<file path="config.mk">
export PLATFORM = sky130hd
export DESIGN_NAME = dbus_manager_flat
export DESIGN_NICKNAME = d
export VERILOG_FILES = /design/src/design/soc_pkg.sv /design/src/design/wb_if.sv /design/src/design/dbus_manager.sv /design/src/flat_wrapper.sv
export SDC_FILE = /design/constraint.sdc
export NUM_CORES = 1
export LEC_CHECK = 0
export BUFFER_PORTS_ARGS = -buffer_cell sky130_fd_sc_hd__buf_2
export CAP_MARGIN = 40
export CORE_MARGIN = 2
export CORE_UTILIZATION = 39
export CTS_CLUSTER_SIZE = 14
export DETAILED_ROUTE_END_ITERATION = 6
export HOLD_SLACK_MARGIN = 0.03
export PLACE_DENSITY = 0.75
export SKIP_CTS_REPAIR_TIMING = 1
export SLEW_MARGIN = 5
export SYNTH_ARGS = -nofsm -noshare
export SYNTH_HDL_FRONTEND = slang
export SYNTH_SLANG_ARGS = --single-unit
</file>
<file path="constraint.sdc">
create_clock -name clk -period 2.6 [get_ports clk]
set_input_delay 0.13 -clock clk [delete_from_list [all_inputs] [get_ports clk]]
set_output_delay 0.13 -clock clk [all_outputs]
set_load 0.03 [all_outputs]
</file>
<file path="src/design/soc_pkg.sv">
package soc_pkg;

    ////////////////////
    // Bus widths
    ////////////////////
    localparam int XLEN = 32;                         // Data word
    localparam int STRB_WIDTH = XLEN / 8;             // One strobe per byte
    localparam int ADDR_WIDTH = 16;                   // Byte address of the data port
    localparam int BYTE_OFFSET_WIDTH = $clog2(STRB_WIDTH);

    ////////////////////
    // Address map
    ////////////////////
    // RAM window, 256 words
    localparam int RAM_ADDR_WIDTH = 8;                // Word address
    localparam int RAM_WINDOW_WIDTH = RAM_ADDR_WIDTH + BYTE_OFFSET_WIDTH;
    localparam logic [ADDR_WIDTH-1:0] RAM_BASE_ADDR = 16'h0000;

    // GPIO windows, four word registers each
    localparam logic [ADDR_WIDTH-1:0] GPIOA_BASE_ADDR = 16'h1000;
    localparam logic [ADDR_WIDTH-1:0] GPIOB_BASE_ADDR = 16'h1100;
    localparam int GPIO_ADDR_WIDTH = 4;               // Byte address inside a window
    localparam int GPIO_PIN_COUNT = 16;
    localparam int GPIO_REG_SEL_WIDTH = GPIO_ADDR_WIDTH - BYTE_OFFSET_WIDTH;

    ////////////////////
    // Bus manager
    ////////////////////
    localparam int BUS_TIMEOUT = 16;                  // Cycles to wait for ack
    localparam int TIMEOUT_CNT_WIDTH = $clog2(BUS_TIMEOUT + 1);

    // Manager FSM
    typedef enum logic [1:0] {
        idle,                                         // Waiting for a request
        cycle,                                        // Wishbone cycle open
        finish                                        // Cycle closed, busy still high
    } bus_state_t;

    // GPIO register word offsets
    typedef enum logic [GPIO_REG_SEL_WIDTH-1:0] {
        reg_out,                                      // Pin output values
        reg_dir,                                      // Output enables
        reg_in,                                       // Synchronized pin inputs
        reg_irq                                       // Rising edge status, W1C
    } gpio_reg_t;

endpackage
</file>
<file path="src/design/wb_if.sv">
interface wb_if;
    import soc_pkg::*;

    // Master to slave
    logic cyc;                                        // Cycle in progress
    logic stb;                                        // Transfer strobe
    logic we;                                         // Write enable
    logic [ADDR_WIDTH-1:0] adr;                       // Byte address
    logic [XLEN-1:0] dat_w;
    logic [STRB_WIDTH-1:0] sel;                       // Byte lanes

    // Slave to master
    logic [XLEN-1:0] dat_r;
    logic ack;                                        // One-cycle response

    modport master (
        output cyc, stb, we, adr, dat_w, sel,
        input  dat_r, ack
    );

    modport slave (
        input  cyc, stb, we, adr, dat_w, sel,
        output dat_r, ack
    );

endinterface

</file>
<file path="src/design/dbus_manager.sv">
module dbus_manager (
    input  logic clk,
    input  logic reset,
    input  logic rd_en,
    input  logic wr_en,
    input  logic [soc_pkg::ADDR_WIDTH-1:0] addr,
    input  logic [soc_pkg::XLEN-1:0] wr_data,
    input  logic [soc_pkg::STRB_WIDTH-1:0] wr_strobe,
    output logic [soc_pkg::XLEN-1:0] rd_data,
    output logic access_fault,
    output logic busy,
    wb_if.master bus
);
    import soc_pkg::*;

    bus_state_t state;
    logic [TIMEOUT_CNT_WIDTH-1:0] wait_cnt;           // Cycles spent without ack
    logic request;                                    // Accepted core request
    logic timed_out;

    assign request = (state == idle) && (rd_en || wr_en);
    assign timed_out = (wait_cnt == TIMEOUT_CNT_WIDTH'(BUS_TIMEOUT));

    ////////////////////
    // Control FSM
    ////////////////////
    always_ff @(posedge clk) begin
        if (reset) begin
            state <= idle;
            busy <= 1'b0;
            access_fault <= 1'b0;
            bus.cyc <= 1'b0;
            bus.stb <= 1'b0;
            wait_cnt <= '0;
        end else begin
            case (state)
                idle: begin
                    if (request) begin
                        state <= cycle;
                        busy <= 1'b1;                 // Core stalls from here
                        bus.cyc <= 1'b1;
                        bus.stb <= 1'b1;
                        wait_cnt <= '0;
                    end
                end
                cycle: begin
                    if (bus.ack) begin
                        state <= finish;
                        bus.cyc <= 1'b0;              // Drop right after ack
                        bus.stb <= 1'b0;
                        access_fault <= 1'b0;
                    end else if (timed_out) begin
                        // Nobody answered, abandon the cycle
                        state <= finish;
                        bus.cyc <= 1'b0;
                        bus.stb <= 1'b0;
                        access_fault <= 1'b1;
                    end else begin
                        wait_cnt <= wait_cnt + 1'b1;
                    end
                end
                finish: begin
                    state <= idle;
                    busy <= 1'b0;                     // Result visible to core
                end
                default: state <= idle;
            endcase
        end
    end

    ////////////////////
    // Request and response data
    ////////////////////
    always_ff @(posedge clk) begin
        if (request) begin
            bus.adr <= addr;
            bus.we <= wr_en;                          // Write wins if both pulse
            bus.dat_w <= wr_data;
            bus.sel <= wr_en ? wr_strobe : '1;        // Reads take the full word
        end
        // Read data captured with ack, kept on fault
        if ((state == cycle) && bus.ack && !bus.we) begin
            rd_data <= bus.dat_r;
        end
    end

endmodule

</file>
<file path="src/flat_wrapper.sv">
// flat-port wrapper written by rule: the top's interface ports become plain ports
module dbus_manager_flat import soc_pkg::*;
  (clk, reset, rd_en, wr_en, addr, wr_data, wr_strobe, rd_data, access_fault, busy, bus_cyc, bus_stb, bus_we, bus_adr, bus_dat_w, bus_sel, bus_dat_r, bus_ack);
  wb_if bus_i ();
  input  logic clk;
  input  logic reset;
  input  logic rd_en;
  input  logic wr_en;
  input  logic [soc_pkg::ADDR_WIDTH-1:0] addr;
  input  logic [soc_pkg::XLEN-1:0] wr_data;
  input  logic [soc_pkg::STRB_WIDTH-1:0] wr_strobe;
  output logic [soc_pkg::XLEN-1:0] rd_data;
  output logic access_fault;
  output logic busy;
  output wire logic [$bits(bus_i.cyc)-1:0] bus_cyc;
  output wire logic [$bits(bus_i.stb)-1:0] bus_stb;
  output wire logic [$bits(bus_i.we)-1:0] bus_we;
  output wire logic [$bits(bus_i.adr)-1:0] bus_adr;
  output wire logic [$bits(bus_i.dat_w)-1:0] bus_dat_w;
  output wire logic [$bits(bus_i.sel)-1:0] bus_sel;
  input wire logic [$bits(bus_i.dat_r)-1:0] bus_dat_r;
  input wire logic [$bits(bus_i.ack)-1:0] bus_ack;
  assign bus_cyc = bus_i.cyc;
  assign bus_stb = bus_i.stb;
  assign bus_we = bus_i.we;
  assign bus_adr = bus_i.adr;
  assign bus_dat_w = bus_i.dat_w;
  assign bus_sel = bus_i.sel;
  assign bus_i.dat_r = bus_dat_r;
  assign bus_i.ack = bus_ack;
  dbus_manager u_core (.clk(clk), .reset(reset), .rd_en(rd_en), .wr_en(wr_en), .addr(addr), .wr_data(wr_data), .wr_strobe(wr_strobe), .rd_data(rd_data), .access_fault(access_fault), .busy(busy), .bus(bus_i));
endmodule
</file>
==> metrics.yaml <==
global_routing:
  grt_pass1_vias: 1908
  grt_max_degree: 54
  grt_pass1_wl_um: 10090
  grt-ovfl-total: 0
  track_usage_pct: 16.13
  antenna_found_initial: 0
cts:
  clk_pin_slew_ps: 90
  cts_tree: "yes"
  ctsLongestPathBuffers: 2
  htree_levels: 3
  cts_inserted_buffers: 9
  clk_latency_ps: 370
  cts_sinks: 95
  cts_root_buf: "clkbuf_8"
synth:
  ys_seq_elements: 95
  yosys_warnings: 0
  syn_inst: 147
  syn_avg_cell_area_um2: 21.11
  synth_edf_count: 85
  synthTopCellsByArea: "edfxtp_1 82%, dfxtp_1 6.5%, nand2b_1 1.0%, ha_1 0.81%, a311oi_1 0.56%"
  synth_largest_area_cell: "edfxtp_1"
  postSynthNetCount: 238
  synth_top_area_share_pct: 82.26
  ys_seq_area_share_pct: 88.71
  syn-cell-area_mm2: 0.003103
  synthArstFlopShare_pct: 0
  ys.flop_type: "edfxtp_1"
  ys_types: 31
sta:
  worst_hold_slack_ps: 39.14
  relSlewSlack_pct: 67.54
  tightest_slew_ps: 485.8
  fin_skew_ps: 18.41
  fmax_ghz: 0.5861
  finalSetupViolCount: 0
  period_minus_slack_ps: 1706
  rsz0062_at_grt: "false"
  postLayoutSetupSlackWorst_ps: 893.7
  fin_tns_setup_ps: 0
  timing.final.crit_share_pct: 65.63
  hold_violations: 0
  maxSlewViolCount: 0
drt:
  routed_wl_um: 9147
  via_count: 2367
  drt_iter0_drc: 99
  drc: 0
  ant_nets: 0
  routedWlPerCell_um: 17.52
  drt-vias-per-instance: 4.534
  drtPass1Iterations: 4
pwr:
  p_per_area_mw_per_mm2: 636.7
  p_sw_mw: 0.9056
  pwr-share-seq_pct: 55.7
  intPower_mw: 2.350
  p_leak_nw: 2.121
  ir_drop_v: 0.0003583
  p_sw_share_pct: 27.81
  clkPwrFrac_pct: 27.2
  finalPower_mw: 3.256
  combPwrFrac_pct: 17.1
outcome:
  status: "complete, no violations"
flow_run:
  maxCapViolCount: 0
worst_setup_path:
  critical_path_arrival_ps: 1740
  worstSetupEndpointType: "register"
  worstPathCellList: "or2_2, or2_2, inv_2, buf_12"
  cp-start-kind: "register"
  cp_max_fo: 53
  cp_data_required_time_ps: 2640
  critical_path_class: "reg2reg"
  crit_top_cell: "or2_2"
  max_stage_delay_ps: 350
  crit_slowest_cell: "or2_2"
cells_and_area:
  area_delta_synth_final_pct: 64.80
  seq_area_mm2: 0.002753
  antenna_cells: 0
  fin_area_mm2: 0.005114
  n_fill_cell: 536
  post-route-util_pct: 66.18
  final_cell_mix: "177 x buf_2, 85 x edfxtp_1, 82 x dlygate4sd3_1, 10 x dfxtp_1, 9 x clkbuf_8"
  multi_input_area_um2: 306.5
  num-nets-final: 506
  drive_gt1_share_pct: 47.62
  final_common_cell: "buf_2"
  layout.cells.non_filler: 522
die:
  design.die.area_mm2: 0.008686
  dieWidth_um: 93.20
  num_rows: 32
  start_util_pct: 40.16
  ios: 178
  die_height_um: 93.20
  core_mm2: 0.007727
placed_design:
  hpwl_um: 5519
  place_inst: 424
  post_dp_cell_area_mm2: 0.004115
  portBuffers: 177
  pre_cts_slack_ps: 920.6
  gp_congestion: 0.8771
hold_path:
  hold_class: "in2reg"
## power by group through the flow
stage               registers, mW  clock network (mW)  logic [mW]
floorplan                    2.04                   0      0.0697
global placement             1.84                   0       0.441
detailed placement           1.84                   0       0.448
CTS                          1.81               0.907       0.449
global route                 1.82               0.983       0.583
finish                       1.81               0.886       0.556
## state kept, by name, indices dropped and copies added, names as in the netlist
name and count:
u_core.bus.adr 16, u_core.bus.cyc 1, u_core.state 2, u_core.bus.dat_w 32
u_core.wait_cnt 5, u_core.busy 1, u_core.access_fault 1, u_core.bus.we 1
u_core.bus.sel 4, u_core.rd_data 32
## metal layers
metal | share of wire, % | vias to the layer above | track usage, % | wire length [um]
li1 | - | 1109 | - | -
met1 | 37 | 1138 | 18.60 | 3394
met2 | 56 | 108 | 26.99 | 5096
met3 | 5.4 | 12 | 5.802 | 498
met4 | 1.7 | 0 | 7.353 | 157
met5 | 0 | - | 0 | 0
## cells in the mapped netlist, types with 3 or more instances
| cell type | number |
|---|---|
| edfxtp_1 | 85 |
| dfxtp_1 | 10 |
| nand2b_1 | 5 |
| inv_1 | 4 |
| a21oi_1 | 3 |
| nand2_1 | 3 |
| nand3_1 | 3 |
| nor2_1 | 3 |
## worst max-delay path: cells and delay by family, from the launching register on
family	cells	cell delay (ps)
DFF	1	340
buffers and inverters	2	350
and+or+nand+nor	2	690
## final timing paths
check / start / end / slack (ps) / cells past startpoint
setup reg to reg: u_core.state[1] / u_core.bus.dat_w[20] / 890 / 4
setup / recovery: u_core.state[1] / u_core.bus.dat_w[20] / 890 / 4
hold reg to reg: u_core.busy / u_core.busy / 510 / 2
hold / removal: bus_ack / u_core.access_fault / 40 / 2
## layout make-up
type | count | share of cell area, %
Clock buffer | 9 | 2.422
Inverter | 4 | 0.2936
Tap cell | 102 | 2.496
Sequential cell | 95 | 53.83
Clock inverter | 7 | 1.052
Timing Repair Buffer | 261 | 33.91
Multi-Input combinational cell | 44 | 5.995
## cells by family after synthesis
family                   count (synthesis)  share of synthesized area, %
AO/OA/AOI/OAI                           16                         3.589
adder cells (fa/ha/maj)                  2                        0.8063
buffers and inverters                    8                         1.492
flip-flops                              95                         88.71
AND/OR/NAND/NOR                         26                         5.403
No activity file was read; power rests on OpenSTA's default activity.
