File: src/design/soc_pkg.sv
package soc_pkg;

    ////////////////////
    // Bus widths
    ////////////////////
    localparam int XLEN = 32;                         // Data word
    localparam int STRB_WIDTH = XLEN / 8;             // One strobe per byte
    localparam int ADDR_WIDTH = 16;                   // Byte address of the data port
    localparam int BYTE_OFFSET_WIDTH = $clog2(STRB_WIDTH);

    ////////////////////
    // Address map
    ////////////////////
    // RAM window, 256 words
    localparam int RAM_ADDR_WIDTH = 8;                // Word address
    localparam int RAM_WINDOW_WIDTH = RAM_ADDR_WIDTH + BYTE_OFFSET_WIDTH;
    localparam logic [ADDR_WIDTH-1:0] RAM_BASE_ADDR = 16'h0000;

    // GPIO windows, four word registers each
    localparam logic [ADDR_WIDTH-1:0] GPIOA_BASE_ADDR = 16'h1000;
    localparam logic [ADDR_WIDTH-1:0] GPIOB_BASE_ADDR = 16'h1100;
    localparam int GPIO_ADDR_WIDTH = 4;               // Byte address inside a window
    localparam int GPIO_PIN_COUNT = 16;
    localparam int GPIO_REG_SEL_WIDTH = GPIO_ADDR_WIDTH - BYTE_OFFSET_WIDTH;

    ////////////////////
    // Bus manager
    ////////////////////
    localparam int BUS_TIMEOUT = 16;                  // Cycles to wait for ack
    localparam int TIMEOUT_CNT_WIDTH = $clog2(BUS_TIMEOUT + 1);

    // Manager FSM
    typedef enum logic [1:0] {
        idle,                                         // Waiting for a request
        cycle,                                        // Wishbone cycle open
        finish                                        // Cycle closed, busy still high
    } bus_state_t;

    // GPIO register word offsets
    typedef enum logic [GPIO_REG_SEL_WIDTH-1:0] {
        reg_out,                                      // Pin output values
        reg_dir,                                      // Output enables
        reg_in,                                       // Synchronized pin inputs
        reg_irq                                       // Rising edge status, W1C
    } gpio_reg_t;

endpackage
File: src/design/wb_if.sv
interface wb_if;
    import soc_pkg::*;

    // Master to slave
    logic cyc;                                        // Cycle in progress
    logic stb;                                        // Transfer strobe
    logic we;                                         // Write enable
    logic [ADDR_WIDTH-1:0] adr;                       // Byte address
    logic [XLEN-1:0] dat_w;
    logic [STRB_WIDTH-1:0] sel;                       // Byte lanes

    // Slave to master
    logic [XLEN-1:0] dat_r;
    logic ack;                                        // One-cycle response

    modport master (
        output cyc, stb, we, adr, dat_w, sel,
        input  dat_r, ack
    );

    modport slave (
        input  cyc, stb, we, adr, dat_w, sel,
        output dat_r, ack
    );

endinterface

File: src/design/gpio_port.sv
module gpio_port #(
    parameter logic [soc_pkg::ADDR_WIDTH-1:0] BASE_ADDR = soc_pkg::GPIOA_BASE_ADDR
) (
    input  logic clk,
    input  logic reset,
    wb_if.slave  bus,
    input  logic [soc_pkg::GPIO_PIN_COUNT-1:0] pin_in,
    output logic [soc_pkg::GPIO_PIN_COUNT-1:0] pin_out,
    output logic [soc_pkg::GPIO_PIN_COUNT-1:0] pin_oe,
    output logic irq
);
    import soc_pkg::*;

    logic [GPIO_PIN_COUNT-1:0] out_q;                 // reg_out
    logic [GPIO_PIN_COUNT-1:0] dir_q;                 // reg_dir
    logic [GPIO_PIN_COUNT-1:0] irq_q;                 // reg_irq
    logic [GPIO_PIN_COUNT-1:0] sync_meta;             // First synchronizer stage
    logic [GPIO_PIN_COUNT-1:0] sync_q;                // reg_in
    logic [GPIO_PIN_COUNT-1:0] sync_prev;             // For edge detect
    logic [GPIO_PIN_COUNT-1:0] rise;
    logic [GPIO_PIN_COUNT-1:0] wr_mask;               // Pins covered by sel
    logic [GPIO_PIN_COUNT-1:0] wr_bits;
    logic [GPIO_PIN_COUNT-1:0] irq_clr;
    logic [GPIO_PIN_COUNT-1:0] rd_value;
    logic [ADDR_WIDTH-1:0] win_addr;                  // Offset inside window
    gpio_reg_t reg_sel;
    logic access;
    logic wr_stb;

    assign win_addr = bus.adr - BASE_ADDR;
    assign reg_sel = gpio_reg_t'(win_addr[GPIO_ADDR_WIDTH-1:BYTE_OFFSET_WIDTH]);
    assign access = bus.cyc & bus.stb & ~bus.ack;
    assign wr_stb = access & bus.we;
    assign wr_bits = bus.dat_w[GPIO_PIN_COUNT-1:0];   // Low half only

    always_comb begin
        for (int i = 0; i < GPIO_PIN_COUNT; i++) begin
            wr_mask[i] = bus.sel[i / 8];
        end
    end

    ////////////////////
    // Input path
    ////////////////////
    always_ff @(posedge clk) begin
        sync_meta <= pin_in;
        sync_q <= sync_meta;
        sync_prev <= sync_q;
    end

    assign rise = sync_q & ~sync_prev;                // Zero-to-one per pin
    assign irq_clr = (wr_stb && reg_sel == reg_irq) ? (wr_bits & wr_mask) : '0;

    ////////////////////
    // Registers
    ////////////////////
    always_ff @(posedge clk) begin
        if (reset) begin
            out_q <= '0;
            dir_q <= '0;
            irq_q <= '0;
        end else begin
            if (wr_stb && reg_sel == reg_out) begin
                out_q <= (out_q & ~wr_mask) | (wr_bits & wr_mask);
            end
            if (wr_stb && reg_sel == reg_dir) begin
                dir_q <= (dir_q & ~wr_mask) | (wr_bits & wr_mask);
            end
            irq_q <= (irq_q & ~irq_clr) | rise;       // A new edge beats the clear
        end
    end

    always_comb begin
        case (reg_sel)
            reg_out: rd_value = out_q;
            reg_dir: rd_value = dir_q;
            reg_in:  rd_value = sync_q;
            reg_irq: rd_value = irq_q;
            default: rd_value = '0;
        endcase
    end

    // Response, one cycle after strobe
    always_ff @(posedge clk) begin
        if (reset) begin
            bus.ack <= 1'b0;
        end else begin
            bus.ack <= access;
        end
    end

    always_ff @(posedge clk) begin
        if (access) begin
            bus.dat_r <= {{(XLEN - GPIO_PIN_COUNT){1'b0}}, rd_value};
        end
    end

    assign pin_out = out_q;
    assign pin_oe = dir_q;
    assign irq = |irq_q;                              // Level, any pending bit

endmodule

File: src/flat_wrapper.sv
// flat-port wrapper written by rule: the top's interface ports become plain ports
module gpio_port_flat import soc_pkg::*;
#(
    parameter logic [soc_pkg::ADDR_WIDTH-1:0] BASE_ADDR = soc_pkg::GPIOA_BASE_ADDR
)
  (clk, reset, pin_in, pin_out, pin_oe, irq, bus_cyc, bus_stb, bus_we, bus_adr, bus_dat_w, bus_sel, bus_dat_r, bus_ack);
  wb_if bus_i ();
  input  logic clk;
  input  logic reset;
  input  logic [soc_pkg::GPIO_PIN_COUNT-1:0] pin_in;
  output logic [soc_pkg::GPIO_PIN_COUNT-1:0] pin_out;
  output logic [soc_pkg::GPIO_PIN_COUNT-1:0] pin_oe;
  output logic irq;
  input wire logic [$bits(bus_i.cyc)-1:0] bus_cyc;
  input wire logic [$bits(bus_i.stb)-1:0] bus_stb;
  input wire logic [$bits(bus_i.we)-1:0] bus_we;
  input wire logic [$bits(bus_i.adr)-1:0] bus_adr;
  input wire logic [$bits(bus_i.dat_w)-1:0] bus_dat_w;
  input wire logic [$bits(bus_i.sel)-1:0] bus_sel;
  output wire logic [$bits(bus_i.dat_r)-1:0] bus_dat_r;
  output wire logic [$bits(bus_i.ack)-1:0] bus_ack;
  assign bus_i.cyc = bus_cyc;
  assign bus_i.stb = bus_stb;
  assign bus_i.we = bus_we;
  assign bus_i.adr = bus_adr;
  assign bus_i.dat_w = bus_dat_w;
  assign bus_i.sel = bus_sel;
  assign bus_dat_r = bus_i.dat_r;
  assign bus_ack = bus_i.ack;
  gpio_port #(.BASE_ADDR(BASE_ADDR)) u_core (.clk(clk), .reset(reset), .bus(bus_i), .pin_in(pin_in), .pin_out(pin_out), .pin_oe(pin_oe), .irq(irq));
endmodule
File: config.mk
export PLATFORM = sky130hd
export DESIGN_NAME = gpio_port_flat
export DESIGN_NICKNAME = d
export VERILOG_FILES = /design/src/design/soc_pkg.sv /design/src/design/wb_if.sv /design/src/design/gpio_port.sv /design/src/flat_wrapper.sv
export SDC_FILE = /design/constraint.sdc
export NUM_CORES = 1
export LEC_CHECK = 0
export BUFFER_PORTS_ARGS = -buffer_cell sky130_fd_sc_hd__buf_4
export CAP_MARGIN = 20
export CELL_PAD_IN_SITES_DETAIL_PLACEMENT = 0
export CELL_PAD_IN_SITES_GLOBAL_PLACEMENT = 1
export CORE_UTILIZATION = 35
export DETAILED_ROUTE_END_ITERATION = 10
export PLACE_DENSITY_LB_ADDON = 0.1
export SYNTH_ARGS = -nofsm -noshare
export SYNTH_HDL_FRONTEND = slang
export SYNTH_SLANG_ARGS = --single-unit
File: constraint.sdc
create_clock -name clk -period 1.3 [get_ports clk]
set_input_delay 0.065 -clock clk [delete_from_list [all_inputs] [get_ports clk]]
set_output_delay 0.065 -clock clk [all_outputs]
set_load 0.005 [all_outputs]
==> results.yml <==
run_status:
  status: "finished, violations left"
  violations: "design-rule violations, negative setup slack"
routing:
  wirelength_um: 9919
  dr.pass1.iters: 7
  num_vias: 3004
  vias_per_cell: 4.753
  ant_nets: 0
  drt_iter0_drc: 131
  drc: 8
  wire_per_inst_um: 15.69
synth:
  ys_ff_latch: 113
  synth_most_common_cell: "dfxtp_1"
  syn_inst: 338
  seq_area_frac_synth_pct: 57.62
  synth.top_cell.area_share_pct: 46.19
  netlist_area_mm2: 0.004204
  ys_types: 28
  yosys_warnings: 0
  synthFlopType: "dfxtp_1"
  yosys.area.top_type: "dfxtp_1"
  synth_area_leaders: "dfxtp_1, edfxtp_1, mux4_2"
  ys_top_cells_by_count: "dfxtp_1, nand2b_1, a21oi_1, mux2i_1"
  synth_area_per_cell_um2: 12.44
  synth_edf_count: 16
  async_flop_share_pct: 0
critical_path:
  critical_path_buf_inv_count: 2
  worstPathArrival_ns: 1.47
  r2r_slack_ns: -0.01
  worstPathMaxFanout: 2
  cp_cell_sequence: "nor4_4, buf_4, nand4_1, buf_4"
  crit_path_frequent_cell: "buf_4"
  start_kind: "flip-flop"
  cpPeakStageDelay_ns: 0.34
  worstSetupEndpointType: "primary output"
  cp.required_ns: 1.24
  worstSetupPathType: "reg2out"
  cp_slowest_cell: "nor4_4"
  crit_family: "simple AND/OR/NAND/NOR gates"
sta:
  setup_ws_ns: -0.2315
  rsz0062_at_grt: "yes"
  setup_viol: 4
  period_minus_slack_ns: 1.531
  max_slew_margin_pct: 63.58
  timing_hold_violations_final: 0
  fmaxAchievable_ghz: 0.6530
  tightest_slew_ns: 0.5463
  period_share_pct: 117.8
  final_max_slew_viol_count: 0
  finClkSkew_ns: 0.006856
floorplanning:
  die_area_mm2: 0.01245
  rows: 39
  io_pins: 139
  start_util_pct: 36.35
  die_y_um: 111.6
  die_x_um: 111.6
  coreArea_mm2: 0.01156
final_layout:
  drive_gt1_share_pct: 34.56
  seq_area_mm2: 0.002431
  syn2layout_area_growth_pct: 41.40
  multi_input_area_mm2: 0.001593
  fillCellCount: 1057
  layout.nets: 549
  final_area_mm2: 0.005944
  antenna_cells: 0
cts:
  root_buffer: "clkbuf_16"
  clk_pin_slew_ns: 0.05
  cts_tree: "done"
  cts_sinks: 113
  max-clock-path-buffers: 2
  cts-buffers-inserted: 17
  clk_latency_ns: 0.41
  htree_levels: 4
power:
  p_per_area_mw_per_mm2: 1439
  leakage_nw: 2.437
  ir_drop_mv: 0.7471
global_route:
  gr-total-overflow: 0
  grt_max_degree: 66
  grt_pass1_vias: 3009
  grt_pass1_wl_um: 15910
  antenna_found_initial: 0
  grt.total_usage_pct: 17.33
placed_design:
  gp_congestion: 0.7208
  postPlaceCellArea_mm2: 0.005027
  portBuffers: 90
  dp_hpwl_um: 6300
  pre_cts_slack_ns: -0.09873
hold_path:
  hold_path.class: "in2reg"
run:
  drv_cap: 0
==> power by group <==
part	internal, mW	switching [mW]	total [mW]	leakage (nW)
Clock	2.66	1.47	4.13	0.274
Combinational	0.374	0.272	0.645	1.20
Sequential	3.70	0.0763	3.78	0.959
Total	6.74	1.82	8.56	2.44
==> worst paths after layout <==
kind / depth (start not counted) / end / from
worst max register to register: 3 / flip-flop / u_core.bus.ack
worst min-delay path: 3 / u_core.irq_q[7] / reset
worst max-delay path: 4 / irq / u_core.irq_q[9]
worst min register to register: 0 / u_core.sync_q[10] / u_core.sync_meta[10]
==> tightest hold or removal path, cell delays in order <==
cell     delay (ns)
buf_4          0.09
buf_12         0.24
a21oi_1        0.06
==> cell usage in the layout, fill, tap and decap left out, types with 2 or more instances in the layout <==
cell / Yosys / routed
dlygate4sd3_1: 0 / 32
o21ai_1: 8 / 8
nand4_1: 17 / 17
mux4_2: 16 / 16
buf_12: 0 / 3
clkbuf_16: 0 / 17
dfxtp_2: 0 / 4
buf_4: 17 / 108
nor2b_1: 2 / 2
clkbuf_8: 0 / 5
nor4_1: 4 / 2
edfxtp_1: 16 / 16
nand2b_1: 56 / 56
a21oi_1: 24 / 24
nand4b_1: 8 / 8
dfxtp_1: 97 / 92
o21ai_0: 16 / 16
clkinv_2: 0 / 6
mux2i_1: 24 / 24
clkbuf_1: 8 / 4
conb_1: 1 / 16
==> what timing repair did <==
item / 4_1_cts / 5_1_grt
pin swaps: 3 / 2
setup endpoints to repair: 17 / 17
buffers inserted: 1 / 2
hold buffers: 32 / 0
endpoints found under the hold margin: 48 / 0
cloned: 0 / 0
resized for setup: 6 / 5
==> per-layer routing <==
metal / GRT usage [%] / up-vias / part of all wire (%)
met1: 22.26 / 1441 / 47
met2: 26.00 / 87 / 47
met4: 8.649 / 0 / 0.96
li1: - / 1467 / -
met5: 0 / - / 0
met3: 5.934 / 9 / 4.9
==> area by class of cell <==
cell class / instances / share of cell area [%]
timing repair buffer: 144 / 20.23
clock inverter: 6 / 0.5052
tap: 143 / 3.010
clock buffer: 26 / 8.567
sequential: 113 / 40.90
multi-input combinational: 200 / 26.79
==> per-stage QoR <==
stage,cells,hold WS [ns],power (mW),setup TNS [ns],util [%]
after CTS,630,0.08536,8.683,-0.2882,51.20
after detailed placement,565,0.1706,4.402,-2.034,43.47
after floorplan,353,0.09272,4.151,0,-
after global placement,565,0.1696,4.394,-1.752,43.47
final,632,0.09208,8.556,-0.2441,51.40
after global routing,632,0.1162,8.951,-0.6573,51.40
==> logic make-up (layout without fill, tap and decap cells) <==
kind of cell / after synthesis / count (layout) / share of synthesized area (%)
other: 1 / 16 / 0.08920
DFF: 113 / 113 / 57.62
and+or+nand+nor: 96 / 96 / 15.92
AOI/OAI and AO/OA: 48 / 48 / 5.715
muxes: 40 / 40 / 14.29
buffers and inverters: 40 / 176 / 6.369
Note: power is estimated with default switching activity, not from simulation.
